## config.mk

```make
export PLATFORM = sky130hd
export DESIGN_NAME = blockBuffer
export DESIGN_NICKNAME = d
export VERILOG_FILES = /design/src/rtl/streamPkg.sv /design/src/rtl/blockBuffer.sv
export VERILOG_INCLUDE_DIRS = /design/src /design/src/include
export SDC_FILE = /design/constraint.sdc
export NUM_CORES = 1
export LEC_CHECK = 0
export ABC_AREA = 1
export BUFFER_PORTS_ARGS = -buffer_cell sky130_fd_sc_hd__buf_4
export CAP_MARGIN = 20
export CORE_AREA = 8 8 45 47
export CTS_CLUSTER_DIAMETER = 50
export DETAILED_ROUTE_END_ITERATION = 10
export DIE_AREA = 0 0 53 55
export HOLD_SLACK_MARGIN = 0.1
export PLACE_DENSITY = 0.45
export SKIP_LAST_GASP = 1
export SLEW_MARGIN = 20
export SYNTH_ARGS = -nofsm -noshare
export SYNTH_HDL_FRONTEND = slang
export SYNTH_SLANG_ARGS = --single-unit
export TNS_END_PERCENT = 10
```

## constraint.sdc

```tcl
create_clock -name Clock -period 2.5 [get_ports Clock]
set_input_delay 0 -clock Clock [delete_from_list [all_inputs] [get_ports Clock]]
set_output_delay 0 -clock Clock [all_outputs]
set_load 0.01 [all_outputs]
```

## src/include/prng_macros.svh

```systemverilog
/*
 * Build-time constants of the AES counter-mode PRNG: widths, buffer depth,
 * round count and the fixed cipher key
 */
`ifndef PRNG_MACROS_SVH
`define PRNG_MACROS_SVH

// Width of one word on the random output port
`define RAND_WIDTH 32

// AES-128 block and key width, and its round count
`define AES_WIDTH 128
`define AES_ROUNDS 10

// Number of finished blocks the block buffer can hold
`define BUFFER_DEPTH 2

`define WORDS_PER_BLOCK (`AES_WIDTH / `RAND_WIDTH)

// Fixed key; the sequence depends only on this and the block count
`define AES_KEY 128'hd840_e1a8_dcca_e7ec_d91f_6148_7af2_cb73

`endif

```

## src/rtl/streamPkg.sv

```systemverilog
/*
 * Types of the random output stream and of the buffer occupancy and
 * credit counters
 */
`include "prng_macros.svh"

package streamPkg;

    // One word as handed out on the random port
    typedef logic [`RAND_WIDTH-1:0] randWord_t;

    // Output beat; data is only meaningful while valid is high
    typedef struct packed {
        logic      valid;
        randWord_t data;
    } randBeat_t;

    // Counts buffer entries or free slots, 0 up to one past BUFFER_DEPTH
    typedef logic [$clog2(`BUFFER_DEPTH + 2)-1:0] credit_t;

endpackage

```

## src/rtl/blockBuffer.sv

```systemverilog
/*
 * Small register FIFO between the cipher and the output funnel.
 * The payload type is a parameter; the writer never overruns it
 */
`timescale 1ns/1ps
`include "prng_macros.svh"

module blockBuffer #(
    parameter type payload_t = logic
) (
    input  logic     Clock,
    input  logic     rst,
    input  payload_t inData,
    input  logic     inValid,
    output payload_t outData,
    output logic     outValid,
    input  logic     outReady
);

    import streamPkg::*;

    localparam int PtrWidth = (`BUFFER_DEPTH > 1) ? $clog2(`BUFFER_DEPTH) : 1;
    localparam logic [PtrWidth-1:0] LastPtr = PtrWidth'(`BUFFER_DEPTH - 1);

    payload_t            mem [`BUFFER_DEPTH];
    logic [PtrWidth-1:0] wrPtr;
    logic [PtrWidth-1:0] rdPtr;
    credit_t             count;
    logic                rdEn;

    assign rdEn = outValid && outReady;
    assign outValid = (count != '0);
    assign outData = mem[rdPtr];

    always_ff @(posedge Clock) begin
        if (inValid) begin
            mem[wrPtr] <= inData;
        end
    end

    // Pointers wrap explicitly so any depth works
    always_ff @(posedge Clock) begin
        if (rst) begin
            wrPtr <= '0;
            rdPtr <= '0;
            count <= '0;
        end else begin
            if (inValid) begin
                wrPtr <= (wrPtr == LastPtr) ? '0 : wrPtr + 1'b1;
            end
            if (rdEn) begin
                rdPtr <= (rdPtr == LastPtr) ? '0 : rdPtr + 1'b1;
            end
            count <= count + credit_t'(inValid) - credit_t'(rdEn);
        end
    end

endmodule

```

**After elaboration in Yosys (flattened, before gate mapping)**

Memories as Yosys holds them, arrays and structs flattened. A register that Yosys moved wholly into a read port is not among the register bits.
Cells that the tools add are included.
W data, S select, Z words.

- Register bits: 4
- RAM bits: 2
- Logic and storage cells: 16
- Memories kept: 1

Memories:

| memory | words | bits a word | read ports | clocked after memory_dff | write ports | RTL line | text |
|---|---|---|---|---|---|---|---|
| mem | 2 | 1 | 1 | 1 | 1 | blockBuffer.sv:25 | `` payload_t mem [`BUFFER_DEPTH]; `` |

- $add $sub $neg: 4
- Mux-type cells: 6
- Reduce and logical (&&, ||, !) cells: 2

Operators by type and width:

| kind | number |
|---|---|
| $mux W1 | 6 |
| $add A1 B1 Y1 const B | 2 |
| $add A2 B1 Y2 | 1 |
| $reduce_bool A2 Y1 | 1 |
| $sub A2 B1 Y2 | 1 |
| $logic_and A1 B1 Y1 | 1 |

**Logic depth before layout (Yosys ltp)**

- Depth after elaboration: 4
- Gate-level depth with buffers: 10
- Mapped depth without buffers: 10

**Worst setup path before layout**

OpenSTA, ideal clock, no wires.

- Kind: register -> register
- Start point: register count[1]
- End point: register count[1]
- Library setup time: 115 ps
- Arrival time: 1186 ps
- Data required time: 2385 ps
- Setup slack: 1199 ps
- Cell stages (with the launch flop): 10
- Path buffers: 0
- Clock period less this slack: 1301 ps
- Path through: dfxtp_1 -> nor2_1 -> nor2_2 -> ha_1 -> inv_1 -> ha_1 -> inv_1 -> nand2_1 -> a21oi_1 -> nor2_1

- Cells in the longest elaborated chain, start to end: 3

Ends and longest elaborated chain:

| item | RTL line | text |
|---|---|---|
| from (decl) | blockBuffer.sv:28 | `credit_t count;` |
| from (signal assigned) | blockBuffer.sv:54 | `count <= count + credit_t'(inValid) - credit_t'(rdEn);` |
| $reduce_bool A2 Y1 | blockBuffer.sv:32 | `assign outValid = (count != '0);` |
| $logic_and A1 B1 Y1 | blockBuffer.sv:31 | `assign rdEn = outValid && outReady;` |
| net rdEn | blockBuffer.sv:29 | `logic rdEn;` |
| $sub A2 B1 Y2 | blockBuffer.sv:54 |  |

The timed path passes the listed nets, and every way through them passes these cells.
A chain may end at the register's enable or synchronous reset.

**Worst setup path in the final report**

- Start point: input port outReady
- End point: register count[1]

- Cells in the longest elaborated chain, start to end: 2

Ends and longest elaborated chain:

| item | RTL line | text |
|---|---|---|
| from (decl) | blockBuffer.sv:17 | `input logic outReady` |
| $logic_and A1 B1 Y1 | blockBuffer.sv:31 |  |
| net rdEn | blockBuffer.sv:29 |  |
| $sub A2 B1 Y2 | blockBuffer.sv:54 |  |

The timed path passes the listed nets, and every way through them passes these cells.

==> metrics.log <==
INFO  metric timing.setup.tns = 0 ps
INFO  metric synth-warning-count = 0
INFO  metric unrepaired_setup_endpoints_after_global_routing = no
INFO  metric cts_root_buf = clkbuf_4
INFO  metric vias = 260
INFO  metric slowest_stage_cell_cp = dlygate4sd3_1
INFO  metric worst_pin_slew = 138.4 ps
INFO  metric finalNetCount = 61
INFO  metric seq_area_frac_synth = 50.79%
INFO  metric endpoint_required_time_on_the_critical_path = 2640 ps
INFO  metric power.static_leakage = 0.0002252 uW
INFO  metric maximum_capacitance_violations = 0
INFO  metric maxSlewHeadroom = 90.70%
INFO  metric vias_in_the_first_global_route = 240
INFO  metric wire_length_of_the_first_global_routing_pass = 897 um
INFO  metric antenna_violating_nets_post_route = 0
INFO  metric critical_path.most_common_cell = inv_1
INFO  metric synth_cell_types = 13
INFO  metric worstHoldPathType = input port to register
INFO  metric crit_family = buffers and inverters
INFO  metric synth.ff_latch_count = 7
INFO  metric boundaryPins = 7
INFO  metric report.final.hold_viol_count = 0
INFO  metric final_cell_mix = inv_1 (9), nor2_1 (8), buf_4 (6)
INFO  metric cp_data_arrival_time = 1540 ps
INFO  metric synthesis.area = 315.3 um2
INFO  metric cts_buffer_depth = 2
INFO  metric routability_driven_placement_congestion_ratio = 0.6093
INFO  metric largest_net_degree_at_the_start_of_global_routing = 5
INFO  metric synthesis.nets = 46
INFO  metric status = finished clean
INFO  metric first_iter_violations = 4
INFO  metric worst_setup_path_end_kind = register
INFO  metric timing.setup.critical_path_class = input port to register
INFO  metric detail_route.vias_per_cell = 3.768
INFO  metric grt_usage = 4.379%
INFO  metric wl_per_cell = 7.348 um
INFO  metric crit_path_max_fo = 2
INFO  metric layout_min_cycle_time = 1400 ps
INFO  metric path_cells = dlygate4sd3_1 > buf_4 > inv_1 > nor2_2 > ha_1 > inv_1 > ha_1 > inv_1 > nand2_1 > a21oi_1 > nor2_1
INFO  metric diodes = 0
INFO  metric placement.setup.worst_slack = 1135 ps
INFO  metric insertion_delay = 250 ps
INFO  metric horizontal_extent_of_the_die = 53 um
INFO  metric place.detailed.hpwl = 409.3 um
INFO  metric clock_tree.htree_level_count = 1
INFO  metric fp.dieH = 55 um
INFO  metric timing.clock.skew = 2.901 ps
INFO  metric layout_worst_path_cycle_share = 55.98%
INFO  metric highest_attainable_clock_frequency = 714.5 MHz
INFO  metric vdd_ir_drop_max = 0.4909 mV
INFO  metric clock_sink_count = 7
INFO  metric initial_core_util = 22.78%
INFO  metric post_cts.repair.setup_buffers = 0
INFO  metric rows = 14
INFO  metric gate_count_after_technology_mapping = 39
INFO  metric route.detailed.drc = 0
INFO  metric antenna_found_initial = 0
INFO  metric portBuffers = 6
INFO  metric mostFrequentLayoutCell = inv_1
INFO  metric max_stage_delay = 530 ps
INFO  metric number_of_pins_exceeding_their_max_slew_limit_in_the_final_report = 0
INFO  metric cts.reportedPaths.clkPinSlew = 50 ps
INFO  metric die_area = 2915 um2
INFO  metric firstDrtPassIters = 2
INFO  metric timing.critical_path.from_type = input port
INFO  metric area.growth.synth_to_final = 41.67%
INFO  metric cts_tree = yes
INFO  metric worstPathBufferInverterCount = 5
INFO  metric fraction_of_layout_instances_using_a_drive_strength_above_1 = 24.53%
INFO  metric cts_buffers = 3
INFO  metric wl = 507 um
INFO  metric postLayoutSetupSlackWorst = 1100 ps
INFO  metric power.density_cell_area = 920.2 nW/um2
INFO  metric per_instance_average_area_after_synthesis = 8.085 um2
INFO  metric core_footprint = 1384 um2
INFO  metric finalSetupViolCount = 0
INFO  metric gr-total-overflow = 0
==> synthesized netlist by cell type <==
cell,instances,area share (%)
inv_1,9,11
nor2_1,8,9.5
dfxtp_1,5,32
nand2_1,5,6.0
edfxtp_1,2,19
ha_1,2,7.9
nand3_1,2,3.2
a21oi_1,1,1.6
inv_2,1,1.2
mux2_2,1,3.6
nand2_2,1,2.0
nor2_2,1,2.0
nor3_1,1,1.6
==> kinds of logic (layout without fill, tap and decap cells) <==
kind of cell,count (synthesis),count (layout),synth area share [%]
flops,7,7,50.80
fa+ha+maj,2,2,7.935
simple gates,18,18,24.21
mux,1,1,3.571
buf+inv,10,24,11.90
compound gates,1,1,1.586
==> layout make-up <==
class / instances / area (um2)
fill: 150 / 937.1
sequential: 7 / 160.2
multi-input combinational: 22 / 117.6
clock buffer: 4 / 26.28
tap: 16 / 20.02
inverter: 10 / 37.54
timing repair buffer: 10 / 85.08
==> worst paths after layout <==
check        startpoint        to  slack, ps  cells past startpoint
min                 rst  count[0]        470                      3
max            outReady  count[1]       1100                     11
min reg2reg       rdPtr     rdPtr        500                      2
max reg2reg    count[1]  count[1]       1140                      9
==> per-stage QoR <==
step           total power, uW  area, um2  hold slack, ps  utilization, %  std cells
5_1_grt                  457.7      446.7           484.8           32.28         69
6_report                 411.0      446.7           471.7           32.28         69
3_5_place_dp             311.6      380.4           182.2           27.49         61
3_3_place_gp             312.6      380.4           182.1           27.49         61
4_1_cts                  421.5      446.7           459.8           32.28         69
2_1_floorplan            266.3      315.3           71.22               -         39
==> metal layers <==
layer	part of all wire (%)	GRT usage, %	up-vias
met4	0	0	0
met2	39	5.859	9
met5	0	0	-
li1	-	-	147
met1	49	4.580	104
met3	13	5.348	0
==> timing repair <==
action | CTS | global route
hold endpoints to repair | 8 | 0
gates resized for setup | 0 | 0
hold buffers | 4 | 0
==> tightest hold or removal path, delay by kind of cell <==
family                 cells  cell delay [ps]
AND/OR/NAND/NOR            1               40
buffers and inverters      2              630
==> report_power, final <==
group / switching [uW] / internal (uW)
clock: 38.5 / 60.7
combinational: 81.9 / 72.3
sequential: 13.3 / 144
total: 134 / 277
No activity file was read; power rests on OpenSTA's default activity.
