[config.mk]
export PLATFORM = sky130hd
export DESIGN_NAME = randFunnel
export DESIGN_NICKNAME = d
export VERILOG_FILES = /design/src/rtl/cipherPkg.sv /design/src/rtl/streamPkg.sv /design/src/rtl/randFunnel.sv
export VERILOG_INCLUDE_DIRS = /design/src /design/src/include
export SDC_FILE = /design/constraint.sdc
export NUM_CORES = 1
export LEC_CHECK = 0
export ABC_CLOCK_PERIOD_IN_PS = 7300
export BUFFER_PORTS_ARGS = -buffer_cell sky130_fd_sc_hd__buf_2
export CORE_ASPECT_RATIO = 0.5
export CORE_MARGIN = 2
export CORE_UTILIZATION = 57
export DETAILED_ROUTE_END_ITERATION = 10
export PLACE_DENSITY = 0.91
export SKIP_CTS_REPAIR_TIMING = 1
export SYNTH_ARGS = -nofsm -noshare
export SYNTH_HDL_FRONTEND = slang
export SYNTH_SLANG_ARGS = --single-unit
[constraint.sdc]
create_clock -name Clock -period 7.3 [get_ports Clock]
set_input_delay 0.365 -clock Clock [delete_from_list [all_inputs] [get_ports Clock]]
set_output_delay 0.365 -clock Clock [all_outputs]
set_load 0.02 [all_outputs]
[src/include/prng_macros.svh]
/*
 * Build-time constants of the AES counter-mode PRNG: widths, buffer depth,
 * round count and the fixed cipher key
 */
`ifndef PRNG_MACROS_SVH
`define PRNG_MACROS_SVH

// Width of one word on the random output port
`define RAND_WIDTH 32

// AES-128 block and key width, and its round count
`define AES_WIDTH 128
`define AES_ROUNDS 10

// Number of finished blocks the block buffer can hold
`define BUFFER_DEPTH 2

`define WORDS_PER_BLOCK (`AES_WIDTH / `RAND_WIDTH)

// Fixed key; the sequence depends only on this and the block count
`define AES_KEY 128'hd840_e1a8_dcca_e7ec_d91f_6148_7af2_cb73

`endif

[src/rtl/cipherPkg.sv]
/*
 * AES-128 types and round functions used by the iterative encryption core.
 * The S-box is computed from the GF(2^8) inverse and the affine map
 */
`include "prng_macros.svh"

package cipherPkg;

    typedef logic [`AES_WIDTH-1:0] aesBlock_t;
    typedef logic [3:0] roundIdx_t;

    // ==================================================
    // GF(2^8) arithmetic
    // ==================================================

    function automatic logic [7:0] xtime(input logic [7:0] b);
        return {b[6:0], 1'b0} ^ (b[7] ? 8'h1b : 8'h00);
    endfunction

    function automatic logic [7:0] gfMul(input logic [7:0] a, input logic [7:0] b);
        logic [7:0] prod;
        logic [7:0] acc;
        prod = 8'h00;
        acc = a;
        for (int i = 0; i < 8; i++) begin
            if (b[i]) begin
                prod = prod ^ acc;
            end
            acc = xtime(acc);
        end
        return prod;
    endfunction

    // Inverse is b^254, built from the squares b^2 .. b^128
    function automatic logic [7:0] subByte(input logic [7:0] b);
        logic [7:0] inv;
        logic [7:0] sq;
        logic [7:0] res;
        inv = 8'h01;
        sq = b;
        for (int i = 1; i < 8; i++) begin
            sq = gfMul(sq, sq);
            inv = gfMul(inv, sq);
        end
        for (int i = 0; i < 8; i++) begin
            res[i] = inv[i] ^ inv[(i + 4) % 8] ^ inv[(i + 5) % 8] ^ inv[(i + 6) % 8]
                     ^ inv[(i + 7) % 8];
        end
        return res ^ 8'h63;
    endfunction

    // ==================================================
    // Round transforms
    // ==================================================

    // Byte i of a block sits at bits [127-8i -: 8]; byte 4c+r is row r of column c
    function automatic aesBlock_t subBytes(input aesBlock_t blk);
        aesBlock_t res;
        for (int i = 0; i < 16; i++) begin
            res[127 - 8 * i -: 8] = subByte(blk[127 - 8 * i -: 8]);
        end
        return res;
    endfunction

    function automatic aesBlock_t shiftRows(input aesBlock_t blk);
        aesBlock_t res;
        for (int c = 0; c < 4; c++) begin
            for (int r = 0; r < 4; r++) begin
                res[127 - 8 * (4 * c + r) -: 8] = blk[127 - 8 * (4 * ((c + r) % 4) + r) -: 8];
            end
        end
        return res;
    endfunction

    function automatic aesBlock_t mixColumns(input aesBlock_t blk);
        aesBlock_t res;
        logic [7:0] a0;
        logic [7:0] a1;
        logic [7:0] a2;
        logic [7:0] a3;
        for (int c = 0; c < 4; c++) begin
            a0 = blk[127 - 32 * c -: 8];
            a1 = blk[119 - 32 * c -: 8];
            a2 = blk[111 - 32 * c -: 8];
            a3 = blk[103 - 32 * c -: 8];
            res[127 - 32 * c -: 8] = xtime(a0) ^ xtime(a1) ^ a1 ^ a2 ^ a3;
            res[119 - 32 * c -: 8] = a0 ^ xtime(a1) ^ xtime(a2) ^ a2 ^ a3;
            res[111 - 32 * c -: 8] = a0 ^ a1 ^ xtime(a2) ^ xtime(a3) ^ a3;
            res[103 - 32 * c -: 8] = xtime(a0) ^ a0 ^ a1 ^ a2 ^ xtime(a3);
        end
        return res;
    endfunction

    // ==================================================
    // Key schedule
    // ==================================================

    // Rcon for rounds 1 to 10 is 01, 02, 04 ... 80, 1b, 36
    function automatic logic [7:0] roundConst(input roundIdx_t round);
        logic [7:0] rc;
        rc = 8'h01;
        for (int i = 1; i < 16; i++) begin
            if (i < round) begin
                rc = xtime(rc);
            end
        end
        return rc;
    endfunction

    // Derives the key of the given round from the key of the round before
    function automatic aesBlock_t nextRoundKey(input aesBlock_t key, input roundIdx_t round);
        logic [31:0] temp;
        logic [31:0] w0;
        logic [31:0] w1;
        logic [31:0] w2;
        logic [31:0] w3;
        temp = {key[23:0], key[31:24]};
        temp = {subByte(temp[31:24]), subByte(temp[23:16]),
                subByte(temp[15:8]), subByte(temp[7:0])};
        temp[31:24] = temp[31:24] ^ roundConst(round);
        w0 = key[127:96] ^ temp;
        w1 = key[95:64] ^ w0;
        w2 = key[63:32] ^ w1;
        w3 = key[31:0] ^ w2;
        return {w0, w1, w2, w3};
    endfunction

endpackage

[src/rtl/streamPkg.sv]
/*
 * Types of the random output stream and of the buffer occupancy and
 * credit counters
 */
`include "prng_macros.svh"

package streamPkg;

    // One word as handed out on the random port
    typedef logic [`RAND_WIDTH-1:0] randWord_t;

    // Output beat; data is only meaningful while valid is high
    typedef struct packed {
        logic      valid;
        randWord_t data;
    } randBeat_t;

    // Counts buffer entries or free slots, 0 up to one past BUFFER_DEPTH
    typedef logic [$clog2(`BUFFER_DEPTH + 2)-1:0] credit_t;

endpackage

[src/rtl/randFunnel.sv]
/*
 * Width funnel: hands out each 128-bit block as four 32-bit words,
 * lowest word first, over a ready/valid port
 */
`timescale 1ns/1ps
`include "prng_macros.svh"

module randFunnel (
    input  logic                 Clock,
    input  logic                 rst,
    input  cipherPkg::aesBlock_t inData,
    input  logic                 inValid,
    output logic                 inReady,
    input  logic                 randReady,
    output streamPkg::randBeat_t randOut
);

    import cipherPkg::*;
    import streamPkg::*;

    localparam int IdxWidth = $clog2(`WORDS_PER_BLOCK);
    localparam logic [IdxWidth-1:0] LastWord = IdxWidth'(`WORDS_PER_BLOCK - 1);

    aesBlock_t           shiftReg;
    logic [IdxWidth-1:0] wordIdx;
    logic                full;
    logic                take;
    logic                load;

    assign take = full && randReady;
    // Reload in the same cycle the last word leaves, so no bubble
    assign inReady = !full || (take && (wordIdx == LastWord));
    assign load = inReady && inValid;

    assign randOut = '{valid: full, data: randWord_t'(shiftReg[`RAND_WIDTH-1:0])};

    always_ff @(posedge Clock) begin
        if (load) begin
            shiftReg <= inData;
        end else if (take) begin
            shiftReg <= shiftReg >> `RAND_WIDTH;
        end
    end

    always_ff @(posedge Clock) begin
        if (rst) begin
            full <= 1'b0;
            wordIdx <= '0;
        end else if (load) begin
            full <= 1'b1;
            wordIdx <= '0;
        end else if (take) begin
            wordIdx <= wordIdx + 1'b1;
            if (wordIdx == LastWord) begin
                full <= 1'b0;
            end
        end
    end

endmodule

* Word-level counts from Yosys, hierarchy flattened
Index checks and enable logic that the tools add are counted.
** Word-level totals
- Bits in read-only memories :: 0
- Memories :: 0
- Word-level logic and storage cells :: 19
- RAM bits :: 0
- Bits in latches :: 0
- Bits of input ports :: 132
- Register bits after elaboration :: 131
** Cells by class
- Equality and inequality tests :: 1
- Multiplexer cells :: 5
- Magnitude comparators :: 0
- $mul :: 0
- Bitwise logic cells :: 0
- Shift-type cells :: 0
- Divide/modulo/power cells :: 0
- Reduce and logical (&&, ||, !) cells :: 9
- Add/subtract/negate cells :: 1
** Operator list (count)
- 2-to-1 mux 128 bit :: 2
- nonzero test 2 bit :: 2
- logical AND 1 bit :: 3
- 2-to-1 mux 1 bit :: 3
- adder 2 x 1 -> 2 bit (second input constant) :: 1
- == test 2 bit (second input constant) :: 1
- AND reduction 2 bit :: 1
- OR reduction 2 bit :: 1
- zero test 1 bit :: 1
- logical OR 1 bit :: 1

* Longest topological paths before layout
Gate-level depths: netlist of the first run.
- Depth after elaboration :: 6
- Mapped depth :: 6

* Least setup slack after synthesis of the first run
No wires, ideal clock.
- Path kind :: input port to flip-flop
- Start :: in inValid
- End :: reg shiftReg[0], enable pin
- Stages on the path :: 5
- Setup slack :: 3.182 ns
- Arrival time :: 3.632 ns
- Path through :: buf_6 > nor2b_1 > buf_6 > clkbuf_1 > a21o_1
** Between the ends
- Word-level cells in the longest chain between the ends :: 2
** Ends and longest elaborated chain
- start, declared :: line randFunnel.sv:12 : input logic inValid,
- logical AND 1 bit :: line randFunnel.sv:33 : assign load = inReady && inValid;
- nonzero test 2 bit (no line)
- end signal, assigned :: line randFunnel.sv:39 : shiftReg <= inData;
- end signal, assigned :: line randFunnel.sv:41 : shiftReg <= shiftReg >> `RAND_WIDTH;
- end, declared :: line randFunnel.sv:24 : aesBlock_t shiftReg;
Every way passes these cells.
A chain may end at the register's enable or synchronous reset.

* Worst setup path in the final report of the first run
- Start :: reg full
- End :: out inReady
** Between the ends
- Word-level cells in the longest chain between the ends :: 3
- Elaborated cells on any way between the ends :: 4
- Classes of those cells :: reduce/logical (4)
** Ends and longest elaborated chain
- start, declared :: line randFunnel.sv:26 : logic full;
- start signal, assigned :: line randFunnel.sv:47 : full <= 1'b0;
- start signal, assigned :: line randFunnel.sv:50 : full <= 1'b1;
- start signal, assigned :: line randFunnel.sv:55 : full <= 1'b0;
- logical AND 1 bit :: line randFunnel.sv:30 : assign take = full && randReady;
- logical AND 1 bit :: line randFunnel.sv:32 : assign inReady = !full || (take && (wordIdx == LastWord));
- logical OR 1 bit * :: line randFunnel.sv:32
- end, declared :: line randFunnel.sv:13 : output logic inReady,
Every way passes the cells marked *; elsewhere a longest branch is shown, timed or not.

==> results.rst, run 1 <==
.. list-table::
   :header-rows: 1

   * - Metric
     - Value
   * - Highest net fanout along the worst path
     - 97
   * - Number of enable flip-flop cells after synthesis
     - 128
   * - Critical path data arrival time
     - 2.80 ns
   * - Final setup violation count
     - 0
   * - Number of nets in the synthesized netlist
     - 681
   * - Instance area after placement
     - 6914 sq um
   * - Final hold vios
     - 0
   * - Aggregate global-route resource usage
     - 0.2556
   * - Die outline width
     - 153.4 um
   * - Placed wire-length estimate
     - 8980 um
   * - Die height
     - 78.70 um
   * - Final instance area
     - 7483 sq um
   * - Leftover overflow at the end of global routing
     - 0
   * - Antenna diode count
     - 0
   * - Post-detailed-route DRC marker count
     - 0
   * - Post-route setup TNS
     - 0 ns
   * - CTS sink count
     - 131
   * - Most common library cells after synthesis
     - 128 x sky130_fd_sc_hd__edfxtp_1, 97 x sky130_fd_sc_hd__inv_1, 96 x sky130_fd_sc_hd__nand2_1, 86 x sky130_fd_sc_hd__o32ai_1, 37 x sky130_fd_sc_hd__buf_4
   * - Maximum number of pins on one net before global-route repair
     - 98
   * - Worst EP required
     - 6.93 ns
   * - Sequential element share of the synthesized area
     - 0.6137
   * - Max stage delay on crit path
     - 0.79 ns
   * - Count of unique library cells instantiated by Yosys
     - 21
   * - FP Rows
     - 27
   * - Floorplan die area
     - 12070 sq um
   * - Clock latency on the worst-skew pair
     - 0.42 ns
   * - Max Cap Violations
     - 0
   * - Number of antenna violations at the first check in global routing
     - 1
   * - Worst slack, placed
     - 4.467 ns
   * - Flop pwr share
     - 0.469
   * - Synthesis warning total
     - 0
   * - Most instantiated library cell after synthesis
     - sky130_fd_sc_hd__edfxtp_1
   * - Top area cells in the synthesized netlist
     - sky130_fd_sc_hd__edfxtp_1 60%, sky130_fd_sc_hd__o32ai_1 12%, sky130_fd_sc_hd__inv_1 5.7%, sky130_fd_sc_hd__nand2_1 5.7%, sky130_fd_sc_hd__buf_4 4.4%
   * - Count of buffer and inverter cells on the critical path
     - 3
   * - Synth area leader
     - sky130_fd_sc_hd__edfxtp_1
   * - Largest vdd supply drop
     - 0.1799 mV
   * - Number of standard cells after synthesis
     - 548
   * - Least-Margin Pin Slew
     - 1.096 ns
   * - Cell family with the largest share of critical-path delay
     - buffers and inverters
   * - Number of buffers inserted during clock tree synthesis
     - 17
   * - Post-synth top area share
     - 0.6042
   * - Wire length of the first global-routing pass
     - 23500 um
   * - H-tree depth reported by CTS
     - 4
   * - Util after Layout
     - 0.6837
   * - Average wire per cell in the routed design
     - 18.49 um
   * - Slowest library cell on the worst path
     - sky130_fd_sc_hd__buf_4
   * - Power share of the combinational group
     - 0.125
   * - Sequence of cells on the critical path
     - a21boi_4 > buf_4 > inv_2 > buf_2
   * - Netlist area before placement
     - 6361 sq um
   * - Via count of the routed design
     - 4662
   * - Gpl congestion
     - 0.8411
   * - DRC violation total after the first TritonRoute iteration
     - 745
   * - Type of the worst min-delay path
     - primary input to flip-flop
   * - Share of flip-flops with an asynchronous set or reset
     - 0
   * - Crit path setup slack, layout
     - 4.139 ns
   * - Via count of the first global-routing pass
     - 4437
   * - Mapped Avg Cell Area
     - 11.61 sq um
   * - Detailed Route WL
     - 14990 um
   * - Max-slew violation count
     - 0
   * - Number of storage elements in the synthesis netlist
     - 131
   * - TritonCTS clock tree
     - built
   * - Area grow syn2layout
     - 17.64%
   * - Clock Pin Slew Worst Setup and Hold Paths
     - 0.06 ns
   * - Root Buffer Master
     - sky130_fd_sc_hd__clkbuf_16
   * - Proportion of layout cells with a drive suffix above 1
     - 0.3243
   * - Remaining antenna violation count after routing
     - 0
   * - Cell-internal power
     - 1.516 mW
   * - Fin crit period
     - 3.161 ns
   * - # IOs
     - 166
   * - Clock network power share
     - 0.406
   * - Core Box Area
     - 10950 sq um
   * - Average vias per placed instance
     - 5.748
   * - Static leakage
     - 3.284 nW
   * - Worst slew margin relative to its limit
     - 0.2692
   * - Setup repair after global routing missed its margin
     - false
   * - Kind of launch point of the worst setup path
     - flip-flop
   * - Leading register cell type out of synthesis
     - sky130_fd_sc_hd__edfxtp_1
   * - Power density of the placed cells
     - 268.8 nW/um^2
   * - Outcome
     - complete, no violations
   * - Number of iterations in the first detailed-routing pass
     - 7
   * - Sort of element at the end of the critical path
     - output pin
   * - Final Net Count
     - 786
   * - Number of port buffers
     - 165
   * - Clock Skews
     - 0.009121 ns
   * - Final hold slack
     - 0.1350 ns
   * - Layout fillers
     - 750
   * - Net switching share of the total power
     - 0.2463
   * - Total net switching power
     - 495.3 uW
   * - Initial core utilization
     - 0.5812
   * - Worst-case clock buffer depth
     - 2
   * - Share of the clock period used by the worst path after layout
     - 0.4330
   * - Category of the critical setup timing path
     - flip-flop to output pin
   * - Maximum operating frequency
     - 0.3164 GHz
## cell usage in the layout, fill, tap and decap left out
master                         n
sky130_fd_sc_hd__nor2b_4       1
sky130_fd_sc_hd__a221oi_1      2
sky130_fd_sc_hd__clkbuf_16    17
sky130_fd_sc_hd__nand3b_1      1
sky130_fd_sc_hd__o32ai_1      86
sky130_fd_sc_hd__a21boi_4      1
sky130_fd_sc_hd__clkinvlp_4    4
sky130_fd_sc_hd__inv_2         1
sky130_fd_sc_hd__edfxtp_1    128
sky130_fd_sc_hd__o32ai_2      10
sky130_fd_sc_hd__clkinv_1      1
sky130_fd_sc_hd__a21bo_2       2
sky130_fd_sc_hd__clkinv_2      4
sky130_fd_sc_hd__a21o_4        1
sky130_fd_sc_hd__clkbuf_1      1
sky130_fd_sc_hd__a21oi_1       1
sky130_fd_sc_hd__inv_1        97
sky130_fd_sc_hd__buf_4         5
sky130_fd_sc_hd__and3_1       32
sky130_fd_sc_hd__buf_2       164
sky130_fd_sc_hd__ha_1          1
sky130_fd_sc_hd__and3_4        1
sky130_fd_sc_hd__nand2_1      96
sky130_fd_sc_hd__dfxtp_1       3
sky130_fd_sc_hd__bufinv_16     2
sky130_fd_sc_hd__clkinv_4      3
sky130_fd_sc_hd__nand3_1       1
## stage by stage
| step | power [mW] | std cells |
|---|---|---|
| finish | 2.011 | 811 |
| detailed placement | 1.201 | 779 |
| global placement | 1.190 | 779 |
| floorplan | 1.137 | 548 |
| CTS | 2.013 | 811 |
| global route | 2.080 | 811 |
## layer usage
layer  wire, um  track usage  share of wire
met1       6321       0.3537           0.42
met2       7049       0.4036           0.47
met3       1379      0.06878          0.092
met4        231      0.07615          0.015
met5         11            0        0.00073
## final cells by class
type,instances,area (sq um),share of cell area
Sequential cell,131,3904,0.5217
Multi-Input combinational cell,236,1603,0.2142
Timing Repair Buffer,169,858.3,0.1147
Clock buffer,18,429.2,0.05735
Inverter,98,367.9,0.04916
Tap cell,145,181.4,0.02424
Clock inverter,14,140.1,0.01873
## kinds of logic (layout without fill, tap and decap cells)
group | after synthesis | count (layout) | synth area share
fa+ha+maj | 1 | 1 | 0.001967
compound gates | 103 | 103 | 0.1536
simple gates | 132 | 132 | 0.09205
flops | 131 | 131 | 0.6137
buf+inv | 181 | 299 | 0.1387
## sequential cells by signal, indices dropped and copies added (netlist names)
name      flops
full          1
shiftReg    128
wordIdx       2
## power groups by stage
stage               clock network, mW  logic, mW  registers, mW
global placement                    0      0.235          0.955
global route                    0.857      0.273          0.951
floorplan                           0      0.183          0.954
detailed placement                  0      0.243          0.957
finish                          0.816      0.251          0.944
CTS                             0.820      0.249          0.944
## worst paths after layout
kind / from / end / slack (ns) / cells after the start
setup / recovery: full / inReady / 4.14 / 4
hold / removal: rst / full / 0.13 / 2
setup reg to reg: full / shiftReg[113] / 4.61 / 4
hold reg to reg: wordIdx[0] / wordIdx[0] / 0.58 / 2
No activity file was read; power rests on OpenSTA's default activity.
==> run 2: changes to the inputs <==
ABC_CLOCK_PERIOD_IN_PS = 2600   (was 7300)
CORE_UTILIZATION = 48   (was 57)
PLACE_DENSITY = 0.82   (was 0.91)
clock period = 2.6 ns   (was 7.3 ns; I/O delays follow)
==> results.rst, run 2 (synthesis gave the netlist of run 1 again) <==
.. list-table::
   :header-rows: 1

   * - Metric
     - Value
   * - TritonCTS clock tree
     - built
   * - Proportion of layout cells with a drive suffix above 1
     - 0.3239
   * - Flop pwr share
     - 0.474
   * - Final hold slack
     - -0.006813 ns
   * - Flip-flop count of the largest register after layout
     - 128
   * - Via count of the routed design
     - 4604
   * - Post-detailed-route DRC marker count
     - 0
   * - Largest reg by FF count
     - shiftReg
   * - Final instance area
     - 7576 sq um
   * - Floorplan die area
     - 14240 sq um
   * - Worst-case clock buffer depth
     - 2
   * - Gpl congestion
     - 0.7942
   * - Maximum operating frequency
     - 0.5145 GHz
   * - Die height
     - 85.40 um
   * - Via count of the first global-routing pass
     - 4521
   * - Largest vdd supply drop
     - 0.4484 mV
   * - Most common cell after layout, fill and taps aside
     - sky130_fd_sc_hd__buf_2
   * - Clock Skews
     - 0.008722 ns
   * - CP Launch Point
     - full
   * - Average wire per cell in the routed design
     - 17.71 um
   * - Worst r2r src
     - full
   * - Count of buffer and inverter cells on the critical path
     - 1
   * - Least-Margin Pin Slew
     - 1.066 ns
   * - # IOs
     - 166
   * - Worst slack, placed
     - 0.7222 ns
   * - Fin crit period
     - 1.944 ns
   * - Total net switching power
     - 1.346 mW
   * - Max-slew violation count
     - 0
   * - Final Net Count
     - 791
   * - Remaining antenna violation count after routing
     - 0
   * - Highest net fanout along the worst path
     - 96
   * - Initial core utilization
     - 0.4966
   * - Final hold vios
     - 2
   * - Cell family with the largest share of critical-path delay
     - buffers and inverters
   * - Violated checks
     - negative hold slack
   * - Core Box Area
     - 12810 sq um
   * - Layout fillers
     - 988
   * - Number of buffers inserted during clock tree synthesis
     - 17
   * - Clock network power share
     - 0.399
   * - Clock Pin Slew Worst Setup and Hold Paths
     - 0.06 ns
   * - Placed wire-length estimate
     - 9598 um
   * - Registers with the most flip-flops
     - shiftReg: 128 flops, wordIdx: 2 flops, full: 1 flops
   * - Area grow syn2layout
     - 19.10%
   * - Clock latency on the worst-skew pair
     - 0.41 ns
   * - Worst EP required
     - 2.71 ns
   * - Power share of the combinational group
     - 0.127
   * - Net switching share of the total power
     - 0.2406
   * - Aggregate global-route resource usage
     - 0.2106
   * - Met3 track utilization from global routing
     - 0.04851
   * - Number of iterations in the first detailed-routing pass
     - 6
   * - Layer carrying the most global-route usage
     - met1
   * - Max stage delay on crit path
     - 0.79 ns
   * - End of the worst register-to-register path
     - shiftReg[41]
   * - GR met2 Demand/Resource
     - 0.3077
   * - Hold_sp
     - inValid
   * - Share of the clock period used by the worst path after layout
     - 0.7475
   * - Setup repair after global routing missed its margin
     - false
   * - Post-route setup TNS
     - 0 ns
   * - Leftover overflow at the end of global routing
     - 0
   * - CTS sink count
     - 131
   * - Cell-internal power
     - 4.248 mW
   * - Slowest library cell on the worst path
     - sky130_fd_sc_hd__buf_4
   * - Number of antenna violations at the first check in global routing
     - 2
   * - Root Buffer Master
     - sky130_fd_sc_hd__clkbuf_16
   * - Outcome
     - complete, but fails checks
   * - Worst slew margin relative to its limit
     - 0.2893
   * - Max Cap Violations
     - 0
   * - FP Rows
     - 29
   * - Final setup violation count
     - 0
   * - Detailed Route WL
     - 14910 um
   * - GRT met1 Usage
     - 0.3093
   * - Critical path data arrival time
     - 2.05 ns
   * - Average vias per placed instance
     - 5.468
   * - Worst-case hold path end point
     - wordIdx[1]
   * - Crit path setup slack, layout
     - 0.6565 ns
   * - Sort of element at the end of the critical path
     - flip-flop
   * - Wire length of the first global-routing pass
     - 23170 um
   * - Top library cells by usage in the layout, fill and taps aside
     - 164 x sky130_fd_sc_hd__buf_2, 128 x sky130_fd_sc_hd__edfxtp_1, 97 x sky130_fd_sc_hd__inv_1
   * - H-tree depth reported by CTS
     - 4
   * - Slack of the worst reg-to-reg path
     - 0.66 ns
   * - Power density of the placed cells
     - 738.3 nW/um^2
   * - Worst Reg-to-Reg Cells
     - 3
   * - Category of the critical setup timing path
     - flip-flop to flip-flop
   * - Type of the worst min-delay path
     - primary input to flip-flop
   * - Kind of launch point of the worst setup path
     - flip-flop
   * - Number of port buffers
     - 165
   * - Hold-critical path depth
     - 2
   * - Instance area after placement
     - 7013 sq um
   * - Sequence of cells on the critical path
     - nor2b_4 > buf_4 > o32ai_1
   * - Die outline width
     - 166.8 um
   * - Static leakage
     - 3.314 nW
   * - DRC violation total after the first TritonRoute iteration
     - 599
   * - Maximum number of pins on one net before global-route repair
     - 97
## run 2: worst max path at each step
| stage | endpoint | cells after the start | slack, ns |
|---|---|---|---|
| 2_1_floorplan | shiftReg[0] | 4 | 0.38 |
| 3_3_place_gp | shiftReg[41] | 3 | 0.77 |
| 3_5_place_dp | shiftReg[2] | 3 | 0.72 |
| 4_1_cts | shiftReg[29] | 3 | 0.71 |
| 5_1_grt | shiftReg[41] | 3 | 0.55 |
| 6_report | shiftReg[41] | 3 | 0.66 |
## run 2: worst reg2reg max path: cells and delay by family (launching register included)
family	cells	cell delay, ns
AO/OA/AOI/OAI	1	0.29
flip-flops	1	0.40
AND/OR/NAND/NOR	1	0.16
buffers and inverters	1	0.79
## run 2: cell type report
| type | instances | area, sq um | area share |
|---|---|---|---|
| flip-flops and latches | 131 | 3904 | 0.5153 |
| well taps | 170 | 212.7 | 0.02808 |
| clock buffers | 18 | 429.2 | 0.05665 |
| diodes | 2 | 5.005 | 0.0006606 |
| clock inverters | 13 | 118.9 | 0.01569 |
| inverters | 98 | 367.9 | 0.04855 |
| multi-input cells | 236 | 1603 | 0.2116 |
| repair buffers | 174 | 935.9 | 0.1235 |
## run 2: layer usage
metal,wire length [um],vias to the layer above
met2,6808,223
met5,0,-
met3,1098,21
li1,-,2171
met4,236,0
met1,6769,2189
## run 2: stage by stage
step | hold WS, ns | power [mW] | utilization | std cells
floorplan | 0.1991 | 3.181 | - | 548
global placement | 0.3197 | 3.366 | 0.5475 | 808
detailed placement | 0.3337 | 3.391 | 0.5475 | 808
CTS | -0.09642 | 5.601 | 0.5903 | 839
global route | 0.01031 | 5.779 | 0.5915 | 842
finish | -0.006813 | 5.594 | 0.5915 | 842
## run 2: power groups by stage
stage / clock (mW) / sequential (mW) / combinational [mW]
after floorplan: 0 / 2.67 / 0.515
after global placement: 0 / 2.69 / 0.680
after detailed placement: 0 / 2.69 / 0.698
after CTS: 2.24 / 2.65 / 0.707
after global routing: 2.33 / 2.67 / 0.777
final: 2.23 / 2.65 / 0.710
